### config.mk
export PLATFORM = sky130hd
export DESIGN_NAME = icache_top
export DESIGN_NICKNAME = d
export VERILOG_FILES = /design/src/icache_pkg.sv /design/src/icache_decode.sv /design/src/icache_lookup.sv /design/src/icache_miss_ctrl.sv /design/src/icache_top.sv
export VERILOG_INCLUDE_DIRS = /design/src
export SDC_FILE = /design/constraint.sdc
export NUM_CORES = 2
export LEC_CHECK = 0
export ABC_CLOCK_PERIOD_IN_PS = 11200
export BUFFER_PORTS_ARGS = -buffer_cell sky130_fd_sc_hd__buf_4
export CORE_MARGIN = 5
export CORE_UTILIZATION = 25
export CTS_BUF_LIST = sky130_fd_sc_hd__clkbuf_2 sky130_fd_sc_hd__clkbuf_4 sky130_fd_sc_hd__clkbuf_8
export CTS_CLUSTER_SIZE = 24
export DETAILED_ROUTE_END_ITERATION = 16
export GPL_TIMING_DRIVEN = 0
export MAX_ROUTING_LAYER = met4
export PLACE_DENSITY = 0.35
export SLEW_MARGIN = 25
export SYNTH_ARGS = -nofsm -noshare
export SYNTH_HDL_FRONTEND = slang
export SYNTH_SLANG_ARGS = --single-unit
### constraint.sdc
create_clock -name clk_i -period 11.2 [get_ports clk_i]
set_input_delay 1.12 -clock clk_i [delete_from_list [all_inputs] [get_ports clk_i]]
set_output_delay 1.12 -clock clk_i [all_outputs]
set_load 0.02 [all_outputs]
### src/icache_params.svh
// Geometry of the L1 instruction cache
// Two ways of 16 sets, one 64-bit block per line

`ifndef ICACHE_PARAMS_SVH
`define ICACHE_PARAMS_SVH

// Physical address split as tag | index | byte offset
`define ICACHE_ADDR_W    16
`define ICACHE_SETS      16
`define ICACHE_INDEX_W   4
`define ICACHE_OFFSET_W  3
`define ICACHE_TAG_W     9

// A block holds two instructions
`define ICACHE_INSTR_W   32
`define ICACHE_BLOCK_W   64

// Fixed at two, since each set keeps a single LRU bit
`define ICACHE_WAYS      2

`endif

### src/icache_pkg.sv
// Shared types of the instruction cache
// Address fields, data words and the miss engine message type

`default_nettype none

package icache_pkg;

  `include "icache_params.svh"

  // Fetch pipeline state
  typedef enum logic [1:0] {
    e_ready,
    e_miss,
    e_recover
  } state_e;

  // Only block loads are sent to the engine
  typedef enum logic {
    e_miss_load = 1'b0
  } req_msg_e;

  typedef logic [`ICACHE_ADDR_W-1:0]  addr_t;
  typedef logic [`ICACHE_TAG_W-1:0]   tag_t;
  typedef logic [`ICACHE_INDEX_W-1:0] index_t;
  typedef logic [`ICACHE_BLOCK_W-1:0] block_t;
  typedef logic [`ICACHE_INSTR_W-1:0] instr_t;

endpackage

`default_nettype wire

### src/icache_decode.sv
// Decode stage of the instruction cache
// Accepts fetch requests and drives the synchronous array read

`timescale 1ns/1ps
`default_nettype none

`include "icache_params.svh"

module icache_decode (
  input  wire logic                clk_i,
  input  wire logic                reset_i,
  input  wire icache_pkg::addr_t   addr_i,
  input  wire logic                v_i,
  output logic                     yumi_o,
  input  wire icache_pkg::state_e  state_i,
  input  wire logic                tl_full_i,
  input  wire logic                tv_we_i,
  output logic                     rd_v_o,
  output icache_pkg::index_t       rd_index_o,
  output logic                     tl_we_o,
  output icache_pkg::addr_t        tl_addr_o
);

  icache_pkg::addr_t tl_addr_q;
  logic              is_ready;
  logic              is_recover;

  assign is_ready   = (state_i == icache_pkg::e_ready);
  assign is_recover = (state_i == icache_pkg::e_recover);

  // Accept when the lookup slot is free or drains into verify this cycle
  assign yumi_o = v_i && is_ready && (!tl_full_i || tv_we_i);

  // The lookup slot changes on a new request or when its entry moves on
  assign tl_we_o = yumi_o || tv_we_i;

  // Recover re-reads the arrays for the request still held in lookup
  assign rd_v_o     = yumi_o || (is_recover && tl_full_i);
  assign rd_index_o = is_recover
                    ? tl_addr_q[`ICACHE_OFFSET_W +: `ICACHE_INDEX_W]
                    : addr_i[`ICACHE_OFFSET_W +: `ICACHE_INDEX_W];

  // Lookup stage address
  always_ff @(posedge clk_i)
  begin
    if (reset_i)
      tl_addr_q <= '0;
    else if (yumi_o)
      tl_addr_q <= addr_i;
  end

  assign tl_addr_o = tl_addr_q;

endmodule

`default_nettype wire

### src/icache_lookup.sv
// Lookup stage of the instruction cache
// Valid, tag, data and LRU arrays with tag compare and replacement choice

`timescale 1ns/1ps
`default_nettype none

`include "icache_params.svh"

module icache_lookup (
  input  wire logic                clk_i,
  input  wire logic                reset_i,
  input  wire logic                rd_v_i,
  input  wire icache_pkg::index_t  rd_index_i,
  input  wire logic                tl_we_i,
  input  wire icache_pkg::addr_t   tl_addr_i,
  input  wire logic                fill_we_i,
  input  wire logic                fill_way_i,
  input  wire icache_pkg::block_t  fill_data_i,
  input  wire logic                lru_we_i,
  input  wire logic                lru_way_i,
  output logic                     tl_full_o,
  output icache_pkg::addr_t        tl_addr_o,
  output logic                     hit_o,
  output logic                     hit_way_o,
  output icache_pkg::instr_t       instr_o,
  output logic                     repl_way_o
);

  logic [`ICACHE_WAYS-1:0][`ICACHE_SETS-1:0] valid_mem;
  icache_pkg::tag_t                          tag_mem  [`ICACHE_WAYS][`ICACHE_SETS];
  icache_pkg::block_t                        data_mem [`ICACHE_WAYS][`ICACHE_SETS];
  logic [`ICACHE_SETS-1:0]                   lru_mem;

  logic [`ICACHE_WAYS-1:0] valid_rd_q;
  icache_pkg::tag_t        tag_rd_q  [`ICACHE_WAYS];
  icache_pkg::block_t      data_rd_q [`ICACHE_WAYS];
  logic                    lru_rd_q;
  logic                    lru_rd_n;
  logic                    lru_eff;

  logic                    tl_full_q;
  icache_pkg::addr_t       tv_addr_q;
  icache_pkg::index_t      tl_index;
  icache_pkg::index_t      tv_index;
  icache_pkg::tag_t        tl_tag;
  icache_pkg::tag_t        tv_tag;
  logic [`ICACHE_WAYS-1:0] way_hit;
  icache_pkg::block_t      hit_block;

  assign tl_index = tl_addr_i[`ICACHE_OFFSET_W +: `ICACHE_INDEX_W];
  assign tl_tag   = tl_addr_i[`ICACHE_ADDR_W-1 -: `ICACHE_TAG_W];
  assign tv_index = tv_addr_q[`ICACHE_OFFSET_W +: `ICACHE_INDEX_W];
  assign tv_tag   = tv_addr_q[`ICACHE_ADDR_W-1 -: `ICACHE_TAG_W];

  // Slot is rewritten only when empty or when its entry enters verify,
  // so a write over a full slot hands that address to verify
  always_ff @(posedge clk_i)
  begin
    if (reset_i)
      tl_full_q <= 1'b0;
    else if (tl_we_i)
      tl_full_q <= rd_v_i;
  end

  always_ff @(posedge clk_i)
  begin
    if (tl_we_i && tl_full_q)
      tv_addr_q <= tl_addr_i;
  end

  //////////////////////////////////////////////////////////////////////
  // Arrays, written by fills and hits at the verify address
  //////////////////////////////////////////////////////////////////////
  always_ff @(posedge clk_i)
  begin
    if (reset_i)
    begin
      valid_mem <= '0;
      lru_mem   <= '0;
    end
    else
    begin
      if (fill_we_i)
        valid_mem[fill_way_i][tv_index] <= 1'b1;
      if (lru_we_i)
        lru_mem[tv_index] <= lru_way_i;
    end
  end

  always_ff @(posedge clk_i)
  begin
    if (fill_we_i)
    begin
      tag_mem[fill_way_i][tv_index]  <= tv_tag;
      data_mem[fill_way_i][tv_index] <= fill_data_i;
    end
  end

  always_ff @(posedge clk_i)
  begin
    if (rd_v_i)
    begin
      for (int w = 0; w < `ICACHE_WAYS; w++)
      begin
        tag_rd_q[w]  <= tag_mem[w][rd_index_i];
        data_rd_q[w] <= data_mem[w][rd_index_i];
      end
    end
  end

  // LRU write of a delivered hit is forwarded into the held read value
  assign lru_eff  = (lru_we_i && (tv_index == tl_index)) ? lru_way_i : lru_rd_q;
  assign lru_rd_n = !rd_v_i ? lru_eff
                  : (lru_we_i && (tv_index == rd_index_i)) ? lru_way_i
                  : lru_mem[rd_index_i];

  always_ff @(posedge clk_i)
  begin
    if (reset_i)
    begin
      valid_rd_q <= '0;
      lru_rd_q   <= 1'b0;
    end
    else
    begin
      if (rd_v_i)
      begin
        for (int w = 0; w < `ICACHE_WAYS; w++)
          valid_rd_q[w] <= valid_mem[w][rd_index_i];
      end
      lru_rd_q <= lru_rd_n;
    end
  end

  //////////////////////////////////////////////////////////////////////
  // Tag compare and selection
  //////////////////////////////////////////////////////////////////////
  always_comb
  begin
    for (int w = 0; w < `ICACHE_WAYS; w++)
      way_hit[w] = valid_rd_q[w] && (tag_rd_q[w] == tl_tag);
  end

  assign hit_o     = tl_full_q && (|way_hit);
  assign hit_way_o = way_hit[1];
  assign hit_block = data_rd_q[hit_way_o];

  // A fill presents the verify word straight from the incoming block
  always_comb
  begin
    if (fill_we_i)
      instr_o = tv_addr_q[`ICACHE_OFFSET_W-1]
              ? fill_data_i[`ICACHE_INSTR_W +: `ICACHE_INSTR_W]
              : fill_data_i[0 +: `ICACHE_INSTR_W];
    else
      instr_o = tl_addr_i[`ICACHE_OFFSET_W-1]
              ? hit_block[`ICACHE_INSTR_W +: `ICACHE_INSTR_W]
              : hit_block[0 +: `ICACHE_INSTR_W];
  end

  // Invalid way first, else the way not used last
  always_comb
  begin
    if (!valid_rd_q[0])
      repl_way_o = 1'b0;
    else if (!valid_rd_q[1])
      repl_way_o = 1'b1;
    else
      repl_way_o = ~lru_eff;
  end

  assign tl_full_o = tl_full_q;
  assign tl_addr_o = tl_addr_i;

endmodule

`default_nettype wire

### src/icache_miss_ctrl.sv
// Verify stage and miss control of the instruction cache
// Delivers hits, requests missing blocks and sequences fill and recovery

`timescale 1ns/1ps
`default_nettype none

`include "icache_params.svh"

module icache_miss_ctrl (
  input  wire logic                clk_i,
  input  wire logic                reset_i,
  input  wire logic                tl_full_i,
  input  wire icache_pkg::addr_t   tl_addr_i,
  input  wire logic                hit_i,
  input  wire logic                hit_way_i,
  input  wire icache_pkg::instr_t  instr_i,
  input  wire logic                repl_way_i,
  input  wire logic                yumi_i,
  input  wire logic                fill_v_i,
  output icache_pkg::instr_t       data_o,
  output logic                     data_v_o,
  output icache_pkg::addr_t        req_addr_o,
  output icache_pkg::req_msg_e     req_type_o,
  output logic                     req_v_o,
  input  wire logic                req_yumi_i,
  output logic                     tv_we_o,
  output icache_pkg::state_e       state_o,
  output logic                     fill_we_o,
  output logic                     fill_way_o,
  output logic                     lru_we_o,
  output logic                     lru_way_o
);

  icache_pkg::state_e state_q;
  icache_pkg::state_e state_n;
  logic               tv_v_q;
  logic               tv_hit_q;
  logic               tv_way_q;
  icache_pkg::addr_t  tv_addr_q;
  icache_pkg::instr_t tv_instr_q;
  logic               is_ready;
  logic               deliver;
  logic               tv_we;
  logic               fill_we;

  assign is_ready = (state_q == icache_pkg::e_ready);
  assign data_v_o = is_ready && tv_v_q && tv_hit_q;
  assign deliver  = data_v_o && yumi_i;
  assign req_v_o  = is_ready && tv_v_q && !tv_hit_q;
  assign fill_we  = (state_q == icache_pkg::e_miss) && fill_v_i;

  // Verify loads only when empty or when its result leaves this cycle
  assign tv_we = is_ready && tl_full_i && (!tv_v_q || deliver);

  //////////////////////////////////////////////////////////////////////
  // Ready / miss / recover
  //////////////////////////////////////////////////////////////////////
  always_comb
  begin
    state_n = state_q;
    case (state_q)
      icache_pkg::e_ready:
      begin
        if (req_v_o && req_yumi_i)
          state_n = icache_pkg::e_miss;
      end
      icache_pkg::e_miss:
      begin
        if (fill_v_i)
          state_n = icache_pkg::e_recover;
      end
      default:
        state_n = icache_pkg::e_ready;
    endcase
  end

  always_ff @(posedge clk_i)
  begin
    if (reset_i)
    begin
      state_q <= icache_pkg::e_ready;
      tv_v_q  <= 1'b0;
    end
    else
    begin
      state_q <= state_n;
      if (tv_we)
        tv_v_q <= 1'b1;
      else if (deliver)
        tv_v_q <= 1'b0;
    end
  end

  // tv_way holds the hit way, or the way a miss will be filled into
  always_ff @(posedge clk_i)
  begin
    if (tv_we)
    begin
      tv_addr_q  <= tl_addr_i;
      tv_hit_q   <= hit_i;
      tv_way_q   <= hit_i ? hit_way_i : repl_way_i;
      tv_instr_q <= instr_i;
    end
    else if (fill_we)
    begin
      tv_hit_q   <= 1'b1;
      tv_instr_q <= instr_i;
    end
  end

  assign data_o     = tv_instr_q;
  assign req_addr_o = {tv_addr_q[`ICACHE_ADDR_W-1:`ICACHE_OFFSET_W], {`ICACHE_OFFSET_W{1'b0}}};
  assign req_type_o = icache_pkg::e_miss_load;

  assign tv_we_o    = tv_we;
  assign state_o    = state_q;
  assign fill_we_o  = fill_we;
  assign fill_way_o = tv_way_q;

  // Every delivered instruction marks its way as most recent
  assign lru_we_o  = deliver;
  assign lru_way_o = tv_way_q;

endmodule

`default_nettype wire

### src/icache_top.sv
// Two-way L1 instruction cache
// Decode, lookup and verify stages with a miss request and fill port

`timescale 1ns/1ps
`default_nettype none

module icache_top (
  input  wire logic                clk_i,
  input  wire logic                reset_i,
  input  wire icache_pkg::addr_t   addr_i,
  input  wire logic                v_i,
  output logic                     yumi_o,
  output icache_pkg::instr_t       data_o,
  output logic                     data_v_o,
  input  wire logic                yumi_i,
  output icache_pkg::addr_t        req_addr_o,
  output icache_pkg::req_msg_e     req_type_o,
  output logic                     req_v_o,
  input  wire logic                req_yumi_i,
  input  wire logic                fill_v_i,
  input  wire icache_pkg::block_t  fill_data_i
);

  logic               rd_v;
  icache_pkg::index_t rd_index;
  logic               tl_we;
  icache_pkg::addr_t  tl_addr_dec;
  logic               tl_full;
  icache_pkg::addr_t  tl_addr_lk;
  logic               hit;
  logic               hit_way;
  icache_pkg::instr_t instr;
  logic               repl_way;
  logic               tv_we;
  icache_pkg::state_e state;
  logic               fill_we;
  logic               fill_way;
  logic               lru_we;
  logic               lru_way;

  icache_decode u_decode (
    .clk_i(clk_i), .reset_i(reset_i),
    .addr_i(addr_i), .v_i(v_i), .yumi_o(yumi_o),
    .state_i(state), .tl_full_i(tl_full), .tv_we_i(tv_we),
    .rd_v_o(rd_v), .rd_index_o(rd_index),
    .tl_we_o(tl_we), .tl_addr_o(tl_addr_dec)
  );

  icache_lookup u_lookup (
    .clk_i(clk_i), .reset_i(reset_i),
    .rd_v_i(rd_v), .rd_index_i(rd_index),
    .tl_we_i(tl_we), .tl_addr_i(tl_addr_dec),
    .fill_we_i(fill_we), .fill_way_i(fill_way), .fill_data_i(fill_data_i),
    .lru_we_i(lru_we), .lru_way_i(lru_way),
    .tl_full_o(tl_full), .tl_addr_o(tl_addr_lk),
    .hit_o(hit), .hit_way_o(hit_way), .instr_o(instr), .repl_way_o(repl_way)
  );

  icache_miss_ctrl u_miss_ctrl (
    .clk_i(clk_i), .reset_i(reset_i),
    .tl_full_i(tl_full), .tl_addr_i(tl_addr_lk),
    .hit_i(hit), .hit_way_i(hit_way), .instr_i(instr), .repl_way_i(repl_way),
    .yumi_i(yumi_i), .fill_v_i(fill_v_i),
    .data_o(data_o), .data_v_o(data_v_o),
    .req_addr_o(req_addr_o), .req_type_o(req_type_o),
    .req_v_o(req_v_o), .req_yumi_i(req_yumi_i),
    .tv_we_o(tv_we), .state_o(state),
    .fill_we_o(fill_we), .fill_way_o(fill_way),
    .lru_we_o(lru_we), .lru_way_o(lru_way)
  );

endmodule

`default_nettype wire

==> results.md <==
* Largest net degree at the start of global routing at 64
* Drt wl/cell at 33.9 um
* Crit path required time at about 12 ns
* Clock slew at reported path FFs at 0.06 ns
* CTS tree: done
* Die area at 0.415 mm^2
* Post-synth EDFFs at 2543
* Cell Pwr Density at 171 mW/mm^2
* Worst rel slew slack at ~22%
* Leak at around 40 nW
* Setup crit end kind: flop
* Max-slew violation count at 0
* IO Count at 138
* Port Buffers at 130
* Critical path launch point type: flop
* Final Wtd Congestion at roughly 0.8
* Worst Hold Class: in -> reg
* Post_cts resized at 0
* Via/cell ratio at around 4.8
* DP HPWL at between 200000 and 300000 um
* Cts bufs inserted at roughly 470
* CP Max Fanout at 10
* Die X at around 640 um
* R2R depth at 11
* Top cells by area, synth: edfxtp_1, mux4_2, nand2_1, dfxtp_1, nand3_1
* Worst Tran Pin Value at roughly 1.2 ns
* RSZ-0062 raised after global routing: false
* Count of cell types in the netlist at 53
* Nets at 6413
* Gr usage total at between 10% and 20%
* Crit path kind: reg -> reg
* Skew-Pair Late Insertion Delay at between 1 and 1.5 ns
* Flip-flop and latch count after synthesis at 2612
* H-tree depth at 5
* Max IR drop VDD at approximately 0.1 mV
* Layout filler cell count at between 30k and 40k
* Total power at 21.1 mW
* GR Util met2 at between 30% and 40%
* # setup viols final at 0
* Final Hold Fails at 0
* First-pass GRT wire length at between 500000 and 600000 um
* Cells on Worst Hold Path at 3
* GR met3 Demand/Resource at about 2.3%
* Count leader, synth: edfxtp_1
* Vias after detailed routing at around 57k
* Clk sinks at 2612
* Root buf cell: clkbuf_8
* Worst Hold Endpoint: u_decode.tl_addr_o[14]
* Main synth FF type: edfxtp_1
* Grt total ovfl at 0
* Final worst slack at between 5 and 6 ns
* Area growth, synth to finish at 22.5%
* Critical path's largest stage delay at between 0.9 and 1 ns
* Hold_buf cts at 0
* Hold_sp: addr_i[14]
* Post-synth top area share at between 70% and 80%
* M1 GR Usage at approximately 27%
* Rows at 232
* First-pass iteration count of the detailed router at 5
* Fmax at 190 MHz
* Async S/R FF share, synth at 0%
* Min Tclk post-route at ~5.3 ns
* Final Util at 30.8%
* Final Cycle Share at about 47%
* Post-synthesis instance area at ~0.1 mm^2
* Max_cap viols at 0
* Worst-path cell chain: and3b_1 > buf_2 > a21o_1 > buf_4 > buf_6 > buf_4 > buf_4 > buf_2 > nand3_1 > a311oi_1 > a31oi_1
* GRT Max-Usage Layer: met2
* Die Ht at around 640 um
* Clk_skew at ~0.098 ns
* Sequential share of the synthesized area at between 70 and 80%
* Capturing point of the worst reg2reg path: u_lookup.data_rd_q[1][4]
* Syn Inst Count at around 5.4k
* Share of cells above drive strength 1 at between 20 and 30%
* Pre-CTS WS at roughly 5.3 ns
* Core box area at roughly 0.4 mm^2
* Post-route DRC at 0
* Top cells by count, synth: edfxtp_1, nand2_1, mux4_2
* Post-CTS setup buffers at 0
* Clock buffer depth at 4
* Syn_area_per_cell at around 19 um^2
* Crit path DAT at 6.06 ns
* Initial DRC count at between 5k and 6k
* CP dominant cell by count: buf_4
* Initial antenna violation count at 52
* Result of the run: completed
* Antenna viol nets, final at 0
* Initial Utilization at ~25%
* CP max stage cell: a311oi_1
* Vias in the first global route at roughly 58k
* Reg-to-reg setup timing slack at between 5 and 6 ns
* Yosys top cell by area: edfxtp_1
* Synth Warn # at 0
* Reg2reg start: u_decode.tl_addr_o[3]
* Total detailed-routing wirelength at roughly 410000 um
[kinds of logic (layout without fill, tap and decap cells)]
family	after synthesis	after routing	share of synthesized area, %
buf+inv	389	1701	1.76
xor+xnor	26	26	0.227
flops	2612	2612	77.4
compound gates	367	367	2.57
simple gates	1442	1442	6.07
other cells	1	49	0.00373
mux	573	573	12.0
[layout make-up]
| class | instances | area [um^2] | area share (%) |
|---|---|---|---|
| clock inverters | 236 | 1320 | 1.07 |
| multi-input cells | 2412 | 21400 | 17.4 |
| well taps | 5265 | 6590 | 5.35 |
| clock buffers | 632 | 7700 | 6.26 |
| plain buffers | 338 | 1630 | 1.32 |
| diodes | 45 | 113 | 0.0915 |
| repair buffers | 444 | 6420 | 5.22 |
| inverters | 51 | 199 | 0.162 |
| flip-flops and latches | 2612 | 77700 | 63.2 |
[layout by cell type (no fill, tap or decap), types with 12 or more instances in the layout]
master and count:
clkinv_1 150, a211oi_1 80, buf_1 23, clkbuf_2 32, a311oi_2 14, inv_1 50
clkbuf_1 140, and3_1 110, o21ai_0 16, buf_8 16, clkinv_2 53, clkbuf_4 160
buf_16 96, mux4_2 504, a31oi_1 149, buf_4 211, buf_2 161, nand3_1 224
nor2_1 109, mux2i_1 65, diode_2 45, edfxtp_1 2543, inv_12 14, buf_12 97
dfxtp_1 69, nor2_4 28, xor2_1 12, a311oi_1 57, nand2_1 929, o21ai_1 20
xnor2_1 14, clkbuf_8 473
[where the power goes]
part / internal, mW / switching (mW)
Clock: 4.56 / 4.25
Combinational: 0.397 / 0.949
Sequential: 10.8 / 0.115
Total: 15.8 / 5.31
[layer usage]
metal / up-vias / share of wire (%)
li1: 23500 / -
met1: 31200 / 44
met2: 1977 / 48
met3: 597 / 5.0
met4: 0 / 3.0
met5: - / 0
[through the flow]
step	TNS (ns)	area, um^2	hold slack (ns)	instances
2_1_floorplan	0	100000	0.406	5413
3_3_place_gp	-5167.51	108000	0.444	10800
3_5_place_dp	0	114000	0.444	11100
4_1_cts	0	123000	0.0644	12000
5_1_grt	0	123000	0.170	12000
6_report	0	123000	0.228	12000
[sequential cells by signal (all words and copies together), names as in the netlist, 2 cells and up]
name	cells
u_lookup.valid_rd_q	2
u_lookup.data_rd_q	128
u_decode.tl_addr_o	14
u_lookup.tag_mem	288
u_lookup.lru_mem	16
u_lookup.tag_rd_q	18
u_lookup.valid_mem	32
u_lookup.data_mem	2048
u_miss_ctrl.tv_addr_q	13
u_miss_ctrl.state_o	2
u_miss_ctrl.data_o	32
u_lookup.tv_addr_q	14
[critical path: cells and delay by family, from the launching register on]
kind / cells / cell delay, ns
flops: 1 / 0.55
simple gates: 2 / 0.36
compound gates: 3 / 1.31
buf+inv: 6 / 2.48
[how the worst max path moves through the flow]
stage,from,to,cells after the start
4_1_cts,u_decode.tl_addr_o[3],u_lookup.data_rd_q[0][49],12
2_1_floorplan,fill_v_i,u_lookup.data_mem[1][768],3
3_3_place_gp,fill_v_i,u_lookup.data_mem[0][806],4
5_1_grt,u_decode.tl_addr_o[3],u_lookup.data_rd_q[1][4],11
6_report,u_decode.tl_addr_o[3],u_lookup.data_rd_q[1][4],11
3_5_place_dp,addr_i[3],u_lookup.data_rd_q[0][49],11
Power figures use the tool's default switching activity.
